### config.mk
export PLATFORM = sky130hd
export DESIGN_NAME = alut
export DESIGN_NICKNAME = d
export VERILOG_FILES = /design/src/logic/alut_pkg.sv /design/src/logic/alut_mem_if.sv /design/src/logic/alut_reg_bank.sv /design/src/logic/alut_addr_checker.sv /design/src/logic/alut_age_checker.sv /design/src/logic/alut_mem.sv /design/src/logic/alut.sv
export SDC_FILE = /design/constraint.sdc
export NUM_CORES = 2
export LEC_CHECK = 0
export BUFFER_PORTS_ARGS = -buffer_cell sky130_fd_sc_hd__buf_2
export CAP_MARGIN = 0
export CORE_ASPECT_RATIO = 1.4
export CORE_MARGIN = 4
export CORE_UTILIZATION = 55
export CTS_CLUSTER_SIZE = 12
export DETAILED_ROUTE_END_ITERATION = 6
export PLACE_DENSITY = 0.82
export SYNTH_ARGS = -nofsm -noshare
export SYNTH_HDL_FRONTEND = slang
export SYNTH_SLANG_ARGS = --single-unit
### constraint.sdc
create_clock -name pclk14 -period 6 [get_ports pclk14]
set_input_delay 1.2 -clock pclk14 [delete_from_list [all_inputs] [get_ports pclk14]]
set_output_delay 1.2 -clock pclk14 [all_outputs]
set_load 0.03 [all_outputs]
### src/logic/alut_pkg.sv
// register map, command codes, table sizes and table entry type for the address lookup unit
package alut_pkg;

   // ------------------------------------------------------------
   // apb register map, byte addresses
   // ------------------------------------------------------------
   localparam logic [6:0] al_frm_d_addr_l   = 7'h00; // dest mac, low word
   localparam logic [6:0] al_frm_d_addr_u   = 7'h04; // dest mac, upper 16
   localparam logic [6:0] al_frm_s_addr_l   = 7'h08;
   localparam logic [6:0] al_frm_s_addr_u   = 7'h0C;
   localparam logic [6:0] al_s_port         = 7'h10; // source port of frame
   localparam logic [6:0] al_d_port         = 7'h14; // read only, one-hot result
   localparam logic [6:0] al_mac_addr_l     = 7'h18; // own switch address
   localparam logic [6:0] al_mac_addr_u     = 7'h1C;
   localparam logic [6:0] al_cur_time       = 7'h20; // read only
   localparam logic [6:0] al_bb_age         = 7'h24; // best-before age
   localparam logic [6:0] al_div_clk        = 7'h28; // time prescaler
   localparam logic [6:0] al_status         = 7'h2C; // reused, inval, active
   localparam logic [6:0] al_lst_inv_addr_l = 7'h30;
   localparam logic [6:0] al_lst_inv_addr_u = 7'h34;
   localparam logic [6:0] al_lst_inv_port   = 7'h38;
   localparam logic [6:0] al_command        = 7'h3C; // self clearing

   // command codes
   localparam logic [1:0] cmd_age   = 2'd1; // sweep table for stale entries
   localparam logic [1:0] cmd_check = 2'd2; // lookup dest, learn source

   // learning table geometry, direct mapped on addr[2:0]
   localparam int tbl_entries = 8;
   localparam int tbl_idx_w   = 3;
   localparam logic [tbl_idx_w-1:0] tbl_last = tbl_idx_w'(tbl_entries - 1);

   // one table word, 83 bits
   typedef struct packed {
      logic        valid;
      logic [47:0] addr;  // learned mac
      logic [1:0]  port;  // port it was seen on
      logic [31:0] stamp; // curr_time when learned
   } tbl_entry_t;

endpackage

### src/logic/alut_mem_if.sv
// four-phase req/ack table port with requester and table modports
`timescale 1ns/10ps

interface alut_mem_if;

   logic                             req;   // held until ack seen
   logic                             ack;   // served with rdata valid
   logic                             we;    // write wdata at idx
   logic [alut_pkg::tbl_idx_w-1:0]   idx;   // table index
   alut_pkg::tbl_entry_t             wdata;
   alut_pkg::tbl_entry_t             rdata; // old word at idx

   // checker side
   modport requester (
      output req,
      output we,
      output idx,
      output wdata,
      input  ack,
      input  rdata
   );

   // table side
   modport tbl (
      input  req,
      input  we,
      input  idx,
      input  wdata,
      output ack,
      output rdata
   );

endinterface

### src/logic/alut_reg_bank.sv
// apb register bank with read mux, self-clearing command and last-invalidated capture
`timescale 1ns/10ps

module alut_reg_bank (
   input  logic        pclk14,
   input  logic        n_p_reset14,
   input  logic        psel,
   input  logic        penable,
   input  logic        pwrite,
   input  logic [6:0]  paddr,
   input  logic [31:0] pwdata,
   input  logic [31:0] curr_time,        // from age checker
   input  logic        active,           // address check running
   input  logic        inval_in_prog,    // age sweep running
   input  logic        reused,           // sticky, from address checker
   input  logic [4:0]  d_port,
   input  logic [47:0] lst_inv_addr_nrm,
   input  logic [1:0]  lst_inv_port_nrm,
   input  logic        nrm_inv,
   input  logic [47:0] lst_inv_addr_cmd,
   input  logic [1:0]  lst_inv_port_cmd,
   input  logic        cmd_inv,
   output logic [31:0] prdata,
   output logic [47:0] mac_addr,
   output logic [47:0] d_addr,
   output logic [47:0] s_addr,
   output logic [1:0]  s_port,
   output logic [31:0] best_bfr_age,
   output logic [7:0]  div_clk,
   output logic [1:0]  command,
   output logic        clear_reused
);

   logic        read_enable;  // setup phase of a read
   logic        write_enable; // access phase of a write
   logic [47:0] lst_inv_addr;
   logic [1:0]  lst_inv_port;

   assign read_enable  = psel & ~penable & ~pwrite;
   assign write_enable = psel & penable & pwrite;

   // reading status while idle acknowledges the reused flag
   assign clear_reused = read_enable & (paddr == alut_pkg::al_status) & ~active;

   // ------------------------------------------------------------
   // read mux, registered in setup phase
   // ------------------------------------------------------------
   always_ff @(posedge pclk14 or negedge n_p_reset14)
      if (!n_p_reset14)
         prdata <= '0;
      else if (read_enable)
      begin
         case (paddr)
            alut_pkg::al_frm_d_addr_l   : prdata <= d_addr[31:0];
            alut_pkg::al_frm_d_addr_u   : prdata <= {16'd0, d_addr[47:32]};
            alut_pkg::al_frm_s_addr_l   : prdata <= s_addr[31:0];
            alut_pkg::al_frm_s_addr_u   : prdata <= {16'd0, s_addr[47:32]};
            alut_pkg::al_s_port         : prdata <= {30'd0, s_port};
            alut_pkg::al_d_port         : prdata <= {27'd0, d_port};
            alut_pkg::al_mac_addr_l     : prdata <= mac_addr[31:0];
            alut_pkg::al_mac_addr_u     : prdata <= {16'd0, mac_addr[47:32]};
            alut_pkg::al_cur_time       : prdata <= curr_time;
            alut_pkg::al_bb_age         : prdata <= best_bfr_age;
            alut_pkg::al_div_clk        : prdata <= {24'd0, div_clk};
            alut_pkg::al_status         : prdata <= {29'd0, reused, inval_in_prog, active};
            alut_pkg::al_lst_inv_addr_l : prdata <= lst_inv_addr[31:0];
            alut_pkg::al_lst_inv_addr_u : prdata <= {16'd0, lst_inv_addr[47:32]};
            alut_pkg::al_lst_inv_port   : prdata <= {30'd0, lst_inv_port};
            default                     : prdata <= '0; // holes and command
         endcase
      end
      else
         prdata <= '0; // bus idle outside reads

   // ------------------------------------------------------------
   // writable registers
   // ------------------------------------------------------------
   always_ff @(posedge pclk14 or negedge n_p_reset14)
      if (!n_p_reset14)
      begin
         d_addr       <= '0;
         s_addr       <= '0;
         s_port       <= '0;
         mac_addr     <= '0;
         best_bfr_age <= '1; // nothing ages by default
         div_clk      <= '0;
      end
      else if (write_enable)
      begin
         case (paddr)
            alut_pkg::al_frm_d_addr_l : d_addr[31:0]    <= pwdata;
            alut_pkg::al_frm_d_addr_u : d_addr[47:32]   <= pwdata[15:0];
            alut_pkg::al_frm_s_addr_l : s_addr[31:0]    <= pwdata;
            alut_pkg::al_frm_s_addr_u : s_addr[47:32]   <= pwdata[15:0];
            alut_pkg::al_s_port       : s_port          <= pwdata[1:0];
            alut_pkg::al_mac_addr_l   : mac_addr[31:0]  <= pwdata;
            alut_pkg::al_mac_addr_u   : mac_addr[47:32] <= pwdata[15:0];
            alut_pkg::al_bb_age       : best_bfr_age    <= pwdata;
            alut_pkg::al_div_clk      : div_clk         <= pwdata[7:0];
            default                   : ;
         endcase
      end

   // command lives for a single cycle
   always_ff @(posedge pclk14 or negedge n_p_reset14)
      if (!n_p_reset14)
         command <= '0;
      else if (command != 2'b00)
         command <= '0;
      else if (write_enable && paddr == alut_pkg::al_command)
         command <= pwdata[1:0];

   // ------------------------------------------------------------
   // last invalidated entry, learning overwrite wins over aging
   // ------------------------------------------------------------
   always_ff @(posedge pclk14 or negedge n_p_reset14)
      if (!n_p_reset14)
      begin
         lst_inv_addr <= '0;
         lst_inv_port <= '0;
      end
      else if (nrm_inv)
      begin
         lst_inv_addr <= lst_inv_addr_nrm;
         lst_inv_port <= lst_inv_port_nrm;
      end
      else if (cmd_inv)
      begin
         lst_inv_addr <= lst_inv_addr_cmd;
         lst_inv_port <= lst_inv_port_cmd;
      end

   a_no_rd_wr : assert property (@(posedge pclk14) disable iff (!n_p_reset14)
      !(read_enable && write_enable));

   // checkers rely on a one-cycle command strobe
   a_cmd_pulse : assert property (@(posedge pclk14) disable iff (!n_p_reset14)
      command != 2'b00 |=> command == 2'b00);

endmodule

### src/logic/alut_addr_checker.sv
// destination lookup, source learning and sticky reused flag
`timescale 1ns/10ps

module alut_addr_checker (
   input  logic        pclk14,
   input  logic        n_p_reset14,
   input  logic [1:0]  command,
   input  logic [47:0] d_addr,
   input  logic [47:0] s_addr,
   input  logic [1:0]  s_port,
   input  logic [47:0] mac_addr,
   input  logic [31:0] curr_time,
   input  logic        clear_reused,
   output logic [4:0]  d_port,
   output logic        active,
   output logic        reused,
   output logic [47:0] lst_inv_addr_nrm,
   output logic [1:0]  lst_inv_port_nrm,
   output logic        nrm_inv,
   alut_mem_if.requester chk_if
);

   logic [2:0] step;        // 0 idle, 1 dest read, 2 gap, 3 source swap, 4 release
   logic [4:0] lookup_port; // port decision from the dest entry

   // ------------------------------------------------------------
   // port decision
   // ------------------------------------------------------------
   always_comb
      if (d_addr == mac_addr)
         lookup_port = 5'b10000; // frame for the switch itself
      else if (chk_if.rdata.valid && chk_if.rdata.addr == d_addr)
         lookup_port = 5'b00001 << chk_if.rdata.port;
      else
         lookup_port = {1'b0, ~(4'b0001 << s_port)}; // flood, skip source

   // ------------------------------------------------------------
   // check sequencer, two table transactions
   // ------------------------------------------------------------
   always_ff @(posedge pclk14 or negedge n_p_reset14)
      if (!n_p_reset14)
      begin
         step             <= 3'd0;
         active           <= 1'b0;
         reused           <= 1'b0;
         nrm_inv          <= 1'b0;
         d_port           <= '0;
         lst_inv_addr_nrm <= '0;
         lst_inv_port_nrm <= '0;
         chk_if.req       <= 1'b0;
         chk_if.we        <= 1'b0;
         chk_if.idx       <= '0;
         chk_if.wdata     <= '0;
      end
      else
      begin
         nrm_inv <= 1'b0;
         if (clear_reused)
            reused <= 1'b0;
         case (step)
            3'd0 :
               if (command == alut_pkg::cmd_check)
               begin
                  active     <= 1'b1;
                  chk_if.req <= 1'b1;
                  chk_if.we  <= 1'b0;
                  chk_if.idx <= d_addr[alut_pkg::tbl_idx_w-1:0];
                  step       <= 3'd1;
               end
            3'd1 :
               if (chk_if.ack)
               begin
                  d_port     <= lookup_port;
                  chk_if.req <= 1'b0;
                  step       <= 3'd2;
               end
            3'd2 :
               if (!chk_if.ack) // wait out phase four
               begin
                  chk_if.req   <= 1'b1;
                  chk_if.we    <= 1'b1;
                  chk_if.idx   <= s_addr[alut_pkg::tbl_idx_w-1:0];
                  chk_if.wdata <= {1'b1, s_addr, s_port, curr_time}; // stamp now
                  step         <= 3'd3;
               end
            3'd3 :
               if (chk_if.ack)
               begin
                  // rdata holds the word that was just replaced
                  if (chk_if.rdata.valid && chk_if.rdata.addr != s_addr)
                  begin
                     nrm_inv          <= 1'b1;
                     reused           <= 1'b1;
                     lst_inv_addr_nrm <= chk_if.rdata.addr;
                     lst_inv_port_nrm <= chk_if.rdata.port;
                  end
                  chk_if.req <= 1'b0;
                  step       <= 3'd4;
               end
            default :
               if (!chk_if.ack)
               begin
                  active <= 1'b0;
                  step   <= 3'd0;
               end
         endcase
      end

   a_req_hold : assert property (@(posedge pclk14) disable iff (!n_p_reset14)
      $fell(chk_if.req) |-> chk_if.ack);

endmodule

### src/logic/alut_age_checker.sv
// time counter with prescaler and aging sweep of the learning table
`timescale 1ns/10ps

module alut_age_checker (
   input  logic        pclk14,
   input  logic        n_p_reset14,
   input  logic [1:0]  command,
   input  logic [31:0] best_bfr_age,
   input  logic [7:0]  div_clk,
   output logic [31:0] curr_time,
   output logic        inval_in_prog,
   output logic [47:0] lst_inv_addr_cmd,
   output logic [1:0]  lst_inv_port_cmd,
   output logic        cmd_inv,
   alut_mem_if.requester age_if
);

   logic [7:0]           div_cnt; // prescaler
   logic [2:0]           step;    // 0 idle, 1 read, 2 decide, 3 write, 4 release, 5 advance
   alut_pkg::tbl_entry_t ent;     // entry under test
   logic                 aged;

   // age with wrap of the time counter
   assign aged = ent.valid && (curr_time - ent.stamp) > best_bfr_age;

   // ------------------------------------------------------------
   // time base, one tick every div_clk+1 cycles
   // ------------------------------------------------------------
   always_ff @(posedge pclk14 or negedge n_p_reset14)
      if (!n_p_reset14)
      begin
         div_cnt   <= '0;
         curr_time <= '0;
      end
      else if (div_cnt >= div_clk)
      begin
         div_cnt   <= '0;
         curr_time <= curr_time + 32'd1;
      end
      else
         div_cnt <= div_cnt + 8'd1;

   // ------------------------------------------------------------
   // aging sweep over all entries
   // ------------------------------------------------------------
   always_ff @(posedge pclk14 or negedge n_p_reset14)
      if (!n_p_reset14)
      begin
         step             <= 3'd0;
         inval_in_prog    <= 1'b0;
         cmd_inv          <= 1'b0;
         ent              <= '0;
         lst_inv_addr_cmd <= '0;
         lst_inv_port_cmd <= '0;
         age_if.req       <= 1'b0;
         age_if.we        <= 1'b0;
         age_if.idx       <= '0;
         age_if.wdata     <= '0;
      end
      else
      begin
         cmd_inv <= 1'b0;
         case (step)
            3'd0 :
               if (command == alut_pkg::cmd_age)
               begin
                  inval_in_prog <= 1'b1;
                  age_if.req    <= 1'b1;
                  age_if.we     <= 1'b0;
                  age_if.idx    <= '0;
                  step          <= 3'd1;
               end
            3'd1 :
               if (age_if.ack)
               begin
                  ent        <= age_if.rdata;
                  age_if.req <= 1'b0;
                  step       <= 3'd2;
               end
            3'd2 :
               if (!age_if.ack)
                  if (aged)
                  begin
                     age_if.req   <= 1'b1;
                     age_if.we    <= 1'b1;
                     age_if.wdata <= {1'b0, ent.addr, ent.port, ent.stamp}; // drop valid
                     step         <= 3'd3;
                  end
                  else
                     step <= 3'd5;
            3'd3 :
               if (age_if.ack)
               begin
                  cmd_inv          <= 1'b1;
                  lst_inv_addr_cmd <= ent.addr;
                  lst_inv_port_cmd <= ent.port;
                  age_if.req       <= 1'b0;
                  step             <= 3'd4;
               end
            3'd4 :
               if (!age_if.ack)
                  step <= 3'd5;
            default :
               if (age_if.idx == alut_pkg::tbl_last)
               begin
                  inval_in_prog <= 1'b0; // sweep done
                  step          <= 3'd0;
               end
               else
               begin
                  age_if.idx <= age_if.idx + 1'b1;
                  age_if.req <= 1'b1;
                  age_if.we  <= 1'b0;
                  step       <= 3'd1;
               end
         endcase
      end

   a_req_hold : assert property (@(posedge pclk14) disable iff (!n_p_reset14)
      $fell(age_if.req) |-> age_if.ack);

endmodule

### src/logic/alut_mem.sv
// eight-entry learning table with two-port four-phase arbiter
`timescale 1ns/10ps

module alut_mem (
   input  logic pclk14,
   input  logic n_p_reset14,
   alut_mem_if.tbl chk_if,
   alut_mem_if.tbl age_if
);

   alut_pkg::tbl_entry_t             mem [alut_pkg::tbl_entries];
   alut_pkg::tbl_entry_t             rdata_q;
   alut_pkg::tbl_entry_t             wdata_g;
   logic [alut_pkg::tbl_idx_w-1:0]   idx_g;
   logic                             we_g;
   logic                             grant_chk; // address checker has priority
   logic                             grant_age;

   // new grant only while no handshake is open
   assign grant_chk = chk_if.req & ~chk_if.ack & ~age_if.ack;
   assign grant_age = age_if.req & ~age_if.ack & ~chk_if.ack & ~chk_if.req;

   assign idx_g   = grant_chk ? chk_if.idx   : age_if.idx;
   assign we_g    = grant_chk ? chk_if.we    : age_if.we;
   assign wdata_g = grant_chk ? chk_if.wdata : age_if.wdata;

   // only the acked side looks at rdata
   assign chk_if.rdata = rdata_q;
   assign age_if.rdata = rdata_q;

   // ------------------------------------------------------------
   // acks held until req drops
   // ------------------------------------------------------------
   always_ff @(posedge pclk14 or negedge n_p_reset14)
      if (!n_p_reset14)
      begin
         chk_if.ack <= 1'b0;
         age_if.ack <= 1'b0;
      end
      else
      begin
         if (grant_chk)
            chk_if.ack <= 1'b1;
         else if (!chk_if.req)
            chk_if.ack <= 1'b0;
         if (grant_age)
            age_if.ack <= 1'b1;
         else if (!age_if.req)
            age_if.ack <= 1'b0;
      end

   // storage returning the old word on a write
   always_ff @(posedge pclk14 or negedge n_p_reset14)
      if (!n_p_reset14)
      begin
         for (int i = 0; i < alut_pkg::tbl_entries; i++)
            mem[i] <= '0; // all invalid
         rdata_q <= '0;
      end
      else if (grant_chk || grant_age)
      begin
         rdata_q <= mem[idx_g];
         if (we_g)
            mem[idx_g] <= wdata_g;
      end

   // requester still holds req when its ack shows up
   a_chk_ack : assert property (@(posedge pclk14) disable iff (!n_p_reset14)
      $rose(chk_if.ack) |-> chk_if.req);
   a_age_ack : assert property (@(posedge pclk14) disable iff (!n_p_reset14)
      $rose(age_if.ack) |-> age_if.req);

endmodule

### src/logic/alut.sv
// address lookup unit top level with apb ports
`timescale 1ns/10ps

module alut (
   input  logic        pclk14,
   input  logic        n_p_reset14,
   input  logic        psel,
   input  logic        penable,
   input  logic        pwrite,
   input  logic [6:0]  paddr,
   input  logic [31:0] pwdata,
   output logic [31:0] prdata
);

   // reg bank to checkers
   logic [1:0]  command;
   logic [47:0] d_addr;
   logic [47:0] s_addr;
   logic [47:0] mac_addr;
   logic [1:0]  s_port;
   logic [31:0] best_bfr_age;
   logic [7:0]  div_clk;
   logic        clear_reused;

   // checkers to reg bank
   logic [4:0]  d_port;
   logic        active;
   logic        reused;
   logic [31:0] curr_time;
   logic        inval_in_prog;
   logic [47:0] lst_inv_addr_nrm;
   logic [1:0]  lst_inv_port_nrm;
   logic        nrm_inv;
   logic [47:0] lst_inv_addr_cmd;
   logic [1:0]  lst_inv_port_cmd;
   logic        cmd_inv;

   // one table port per checker
   alut_mem_if chk_if ();
   alut_mem_if age_if ();

   alut_reg_bank     i_reg_bank (.*);
   alut_addr_checker i_addr_checker (.*);
   alut_age_checker  i_age_checker (.*);
   alut_mem          i_mem (.*);

endmodule

# Word-level counts from Yosys, hierarchy flattened
# Index checks and enable logic that the tools add are counted.
[word_totals]
out_inout_bits = 32
in_bits = 44
ramBits = 0
latch_bits = 0
memories = 0
rom_bits = 0
register_bits = 1433
[op_classes]
bitwise_logic = 23
mul = 0
shift = 2
addsub = 4
n_eq_ne = 47
n_reduce_logical = 45
mux = 72
order_cmp = 4
div = 0
[ops]
columns = ["op", "count"]
rows = [
  ["$bwmux W664", 1],
  ["$pmux W32 S15", 1],
  ["$mux W83", 4],
  ["$bmux W83 S3", 1],
  ["$demux W83 S3", 1],
  ["$eq A48 B48 Y1", 2],
  ["$mux W48", 2],
  ["$eq A7 B6 Y1 const B", 8],
  ["$mux W3", 16],
  ["$ne A48 B48 Y1", 1],
  ["$add A32 B1 Y32 const B", 1],
  ["$gt A32 B32 Y1", 1],
  ["$mux W32", 1],
  ["$sub A32 B32 Y32", 1],
  ["$eq A7 B5 Y1 const B", 4],
  ["$mux W1", 28],
  ["$reduce_and A2 Y1", 14],
  ["$ne A2 B1 Y1 const B", 11],
  ["$reduce_and A3 Y1", 6],
  ["$pmux W3 S5", 1],
  ["$reduce_and A5 Y1", 3],
  ["$eq A7 B4 Y1 const B", 2],
  ["$eq A3 B2 Y1 const B", 4],
  ["$pmux W3 S2", 2],
  ["other kinds (37)", 81],
]

# Logic depth before layout (Yosys ltp)
[depth]
depth_word = 10
depth_mapped = 23

# Modules after synthesis
# From an unflattened synthesis, not the netlist that was laid out.
[hier_totals]
cells_unflattened = 6425
hier_area_um2 = 69853.2
[by_module_without_submodules]
columns = ["module", "area_each_um2", "instances", "cells_per_inst"]
rows = [
  ["alut_mem", 36485.0, 1, 3771],
  ["alut_age_checker", 13197.7, 1, 1094],
  ["alut_reg_bank", 12881.1, 1, 1003],
  ["alut_addr_checker", 7289.5, 1, 557],
]

# Least setup slack after synthesis
# No wires, ideal clock.
[synth_path]
path_type = "register to register"
startpoint = "register i_age_checker.curr_time[0]"
endpoint = "register i_age_checker.age_if.wdata[0] (netlist name)"
setup_ns = 0.125
t_required_ns = 5.875
period_less_slack_ns = 4.166
stages_incl_launch_ff = 23
arrival_ns = 4.042
setup_slack_ns = 1.834
cell_sequence = "dfrtp_1 -> inv_1 -> ha_1 -> inv_1 -> fa_1 -> a21oi_1 -> nand4b_1 -> a2111oi_2 -> o211ai_1 -> a31oi_1 -> a21o_1 -> a21oi_1 -> xnor2_1 -> ha_1 -> nand4_1 -> nor4_1 -> nand3_1 -> nand2_1 -> nor2_1 -> nand2_1 -> buf_4 -> buf_6 -> mux2_2"
[synth_between]
elab_chain_cells = 4
[synth_rtl]
columns = ["element", "line", "rtl"]
rows = [
  ["start: declaration", "alut_age_checker.sv:10", "output logic [31:0] curr_time,"],
  ["start signal: assignment", "alut_age_checker.sv:38", "curr_time <= curr_time + 32'd1;"],
  ["$sub A32 B32 Y32", "alut_age_checker.sv:24", "assign aged = ent.valid && (curr_time - ent.stamp) > best_bfr_age;"],
  ["$gt A32 B32 Y1", "alut_age_checker.sv:24", ""],
  ["$logic_and A1 B1 Y1", "alut_age_checker.sv:24", ""],
  ["$reduce_and A3 Y1 (no source line)", "-", ""],
]
# Every way passes these cells.
# A chain may end at the register's enable or synchronous reset.

# Worst setup path after layout
[layout_path]
startpoint = "register i_age_checker.curr_time[6]"
endpoint = "register i_age_checker.age_if.wdata[34] (netlist name)"
[layout_between]
elab_chain_cells = 4
[layout_rtl]
columns = ["element", "line"]
rows = [
  ["$sub A32 B32 Y32", "alut_age_checker.sv:24"],
  ["$gt A32 B32 Y1", "alut_age_checker.sv:24"],
  ["$logic_and A1 B1 Y1", "alut_age_checker.sv:24"],
  ["$reduce_and A3 Y1 (no source line)", "-"],
]
# Every way passes these cells.

==> impl_metrics.env <==
export IMPL_status="finished, violations left"
export IMPL_violations="DRC"
export IMPL_slowest_delay_ps=570
export IMPL_synth_edff_count=0
export IMPL_ir_drop_mv=0.2917
export IMPL_io_pins=76
export IMPL_vias=49050
export IMPL_coreArea_sq_um=116300
export IMPL_cp_top_family="compound AO/OA/AOI/OAI gates"
export IMPL_drtPass1Iterations=7
export IMPL_yosys_cell_types_count=73
export IMPL_ys_seq_area_frac=0.5573
export IMPL_layout_worst_path_cycle_share=0.9075
export IMPL_crit_cells=17
export IMPL_antenna_left=0
export IMPL_max_freq_mhz=183.7
export IMPL_cts_clk_slew_worst_paths_ps=60
export IMPL_ctsHtreeMaxLevel=4
export IMPL_drt_iter0_markers=4913
export IMPL_hold_viol_final=0
export IMPL_num_rows=148
export IMPL_worstPathArrival_ps=6090
export IMPL_max_cap_viol_count=0
export IMPL_synth_ff_type="dfrtp_1"
export IMPL_grt_overflow_total=0
export IMPL_period_needed_ps=5445
export IMPL_grt_pass1_vias=48590
export IMPL_cts_tree="yes"
export IMPL_grt_use_total=0.3142
export IMPL_synth_common_cells="1631 x nand2_1, 1401 x dfrtp_1, 777 x o21ai_0"
export IMPL_cts_max_path_buffers=3
export IMPL_synthesis_area_sq_um=64410
export IMPL_cts_sinks=1433
export IMPL_worst_path_max_delay_cell="nor4_1"
export IMPL_setup_viol=0
export IMPL_cts_root_buf="clkbuf_16"
export IMPL_crit_required_ps=6640
export IMPL_cp_cell_sequence="ha_1 -> a2111o_1 -> o21ai_0 -> o21ai_0 -> a2bb2oi_1 -> a21oi_1 -> nor3_1 -> a211oi_1 -> ha_1 -> nand4_1 -> nor4_1 -> nand3_1 -> nand2_1 -> nor2_1 -> nand2_4 -> buf_12 -> mux2_2"
export IMPL_die_w_microns=297.2
export IMPL_yosysMostFrequentCell="nand2_1"
export IMPL_yosys_area_top_type_share=0.5443
export IMPL_critPathLaunchType="flop"
export IMPL_antenna_found_initial=18
export IMPL_finalWirelength_mm=194.2
export IMPL_synth_top_area_cell="dfrtp_1"
export IMPL_ys_warn_count=0
export IMPL_drt_vias_per_instance=6.254
export IMPL_route_detailed_drc=7
export IMPL_start_util=0.5539
export IMPL_fin_nets=6373
export IMPL_grt_max_degree=183
export IMPL_synthArstFlopShare=1.000
export IMPL_clock_skew_ps=44.59
export IMPL_hp_class="input port to async pin"
export IMPL_wl_per_cell_microns=24.76
export IMPL_post_cts_buffers=0
export IMPL_area_growth_pct=9.112
export IMPL_synth_fp_nets=6495
export IMPL_cp_end_kind="flop"
export IMPL_r2r_cells=17
export IMPL_powerDensity_nw_per_um2=327.7
export IMPL_clock_latency_ps=790
export IMPL_syn_inst=6375
export IMPL_relSlewSlack=0.04076
export IMPL_postCtsHoldBufs=0
export IMPL_drive_above_1_share=0.1322
export IMPL_ys_ff_latch=1433
export IMPL_finalSetupTns_ps=0
export IMPL_post_synth_cell_area_avg_sq_um=10.10
export IMPL_routabilityCongestion=1.108
export IMPL_worst_slew_pin_slew_ps=1432
export IMPL_cp_max_fo=49
export IMPL_cts_resized=0
export IMPL_rsz0062_at_grt="false"
export IMPL_maxSlewViolCount=0
export IMPL_critical_path_class="flop to flop"
export IMPL_cts_inserted_buffers=143
export IMPL_dieArea_sq_um=122700
export IMPL_total_leakage_power_nw=31.47
export IMPL_die_y_microns=412.9
export IMPL_synthTopCellsByArea="dfrtp_1 54%, nand2_1 9.5%, mux2_2 7.4%"
export IMPL_grt_pass1_wl_mm=296.7
export IMPL_layout_setup_ws_ps=555.1
export IMPL_path_buf_inv=1
export IMPL_dp_hpwl_mm=127.8
export IMPL_port_buffers=75
export IMPL_place_ws_ps=629.7
[metrics by stage]
step	cells	instance area (sq um)	util	hold WS [ps]	power [mW]
floorplan	6375	64410	-	439.4	13.02
global placement	7608	65920	0.5668	452.2	14.53
detailed placement	7608	65920	0.5668	454.2	14.59
CTS	7831	70250	0.6041	456.0	23.01
global route	7833	70260	0.6042	493.8	23.85
finish	7843	70280	0.6044	432.6	23.03
[worst paths after layout]
path | slack, ps | endpoint | from
hold reg to reg | 470 | i_reg_bank.lst_inv_addr[34] | i_addr_checker.lst_inv_addr_nrm[34]
setup / recovery | 560 | i_age_checker.age_if.wdata[34] | i_age_checker.curr_time[6]
max in group asynchronous | 3980 | i_age_checker.cmd_inv | n_p_reset14
hold / removal | 430 | i_mem.mem[387] | n_p_reset14
setup reg to reg | 560 | i_age_checker.age_if.wdata[34] | i_age_checker.curr_time[6]
min in group pclk14 | 470 | i_reg_bank.lst_inv_addr[34] | i_addr_checker.lst_inv_addr_nrm[34]
[state kept, by name (all words and copies together) (netlist names), 48 cells and up]
signal	flops
i_addr_checker.chk_if.wdata	83
i_age_checker.age_if.wdata	82
i_reg_bank.d_addr	48
i_mem.age_if.rdata	83
i_age_checker.lst_inv_addr_cmd	48
i_reg_bank.s_addr	48
i_reg_bank.mac_addr	48
i_mem.mem	664
i_addr_checker.lst_inv_addr_nrm	48
i_reg_bank.lst_inv_addr	48
i_age_checker.ent	83
[logic make-up after synthesis]
| group | Yosys count | synth area share |
|---|---|---|
| and+or+nand+nor | 2240 | 0.1451 |
| adders and majority gates | 76 | 0.01488 |
| xor gates and xnor gates | 206 | 0.02801 |
| DFF | 1433 | 0.5573 |
| muxes | 595 | 0.1014 |
| AOI/OAI and AO/OA | 1308 | 0.1188 |
| buffers and inverters | 517 | 0.03440 |
[cell type report]
cell class,instances,area (sq um)
fill,9233,46010
sequential,1433,35900
multi-input combinational,4425,26520
clock buffer,205,4023
tap,1500,1877
timing repair buffer,159,1284
inverter,91,341.6
clock inverter,18,306.5
antenna,12,30.03
[routing by layer]
layer	track usage	share of wire
met5	0.0007937	0.00050
met4	0.2300	0.088
met2	0.5112	0.47
met3	0.06430	0.075
met1	0.3727	0.36
[cells in the final DEF, fill, tap and decap left out, types with 32 or more instances in the layout]
| master | instances |
|---|---|
| nand2_1 | 1630 |
| dfrtp_1 | 1399 |
| o21ai_0 | 777 |
| mux2_2 | 423 |
| nand3_1 | 202 |
| xor2_1 | 144 |
| clkbuf_16 | 144 |
| mux2i_1 | 136 |
| nor2_1 | 133 |
| a21oi_1 | 132 |
| a31oi_1 | 113 |
| and3_1 | 92 |
| inv_1 | 90 |
| a311oi_1 | 83 |
| ha_1 | 75 |
| buf_2 | 74 |
| a22oi_1 | 68 |
| buf_4 | 63 |
| xnor2_1 | 62 |
| nor4_1 | 42 |
| clkbuf_1 | 42 |
| nand4_1 | 36 |
| a222oi_1 | 33 |
| dfstp_2 | 32 |
[power breakdown]
part	switching (mW)	internal, mW	total, mW
Sequential	0.752	10.1	10.8
Combinational	2.29	1.42	3.70
Clock	3.78	4.71	8.49
Power figures use the tool's default switching activity.
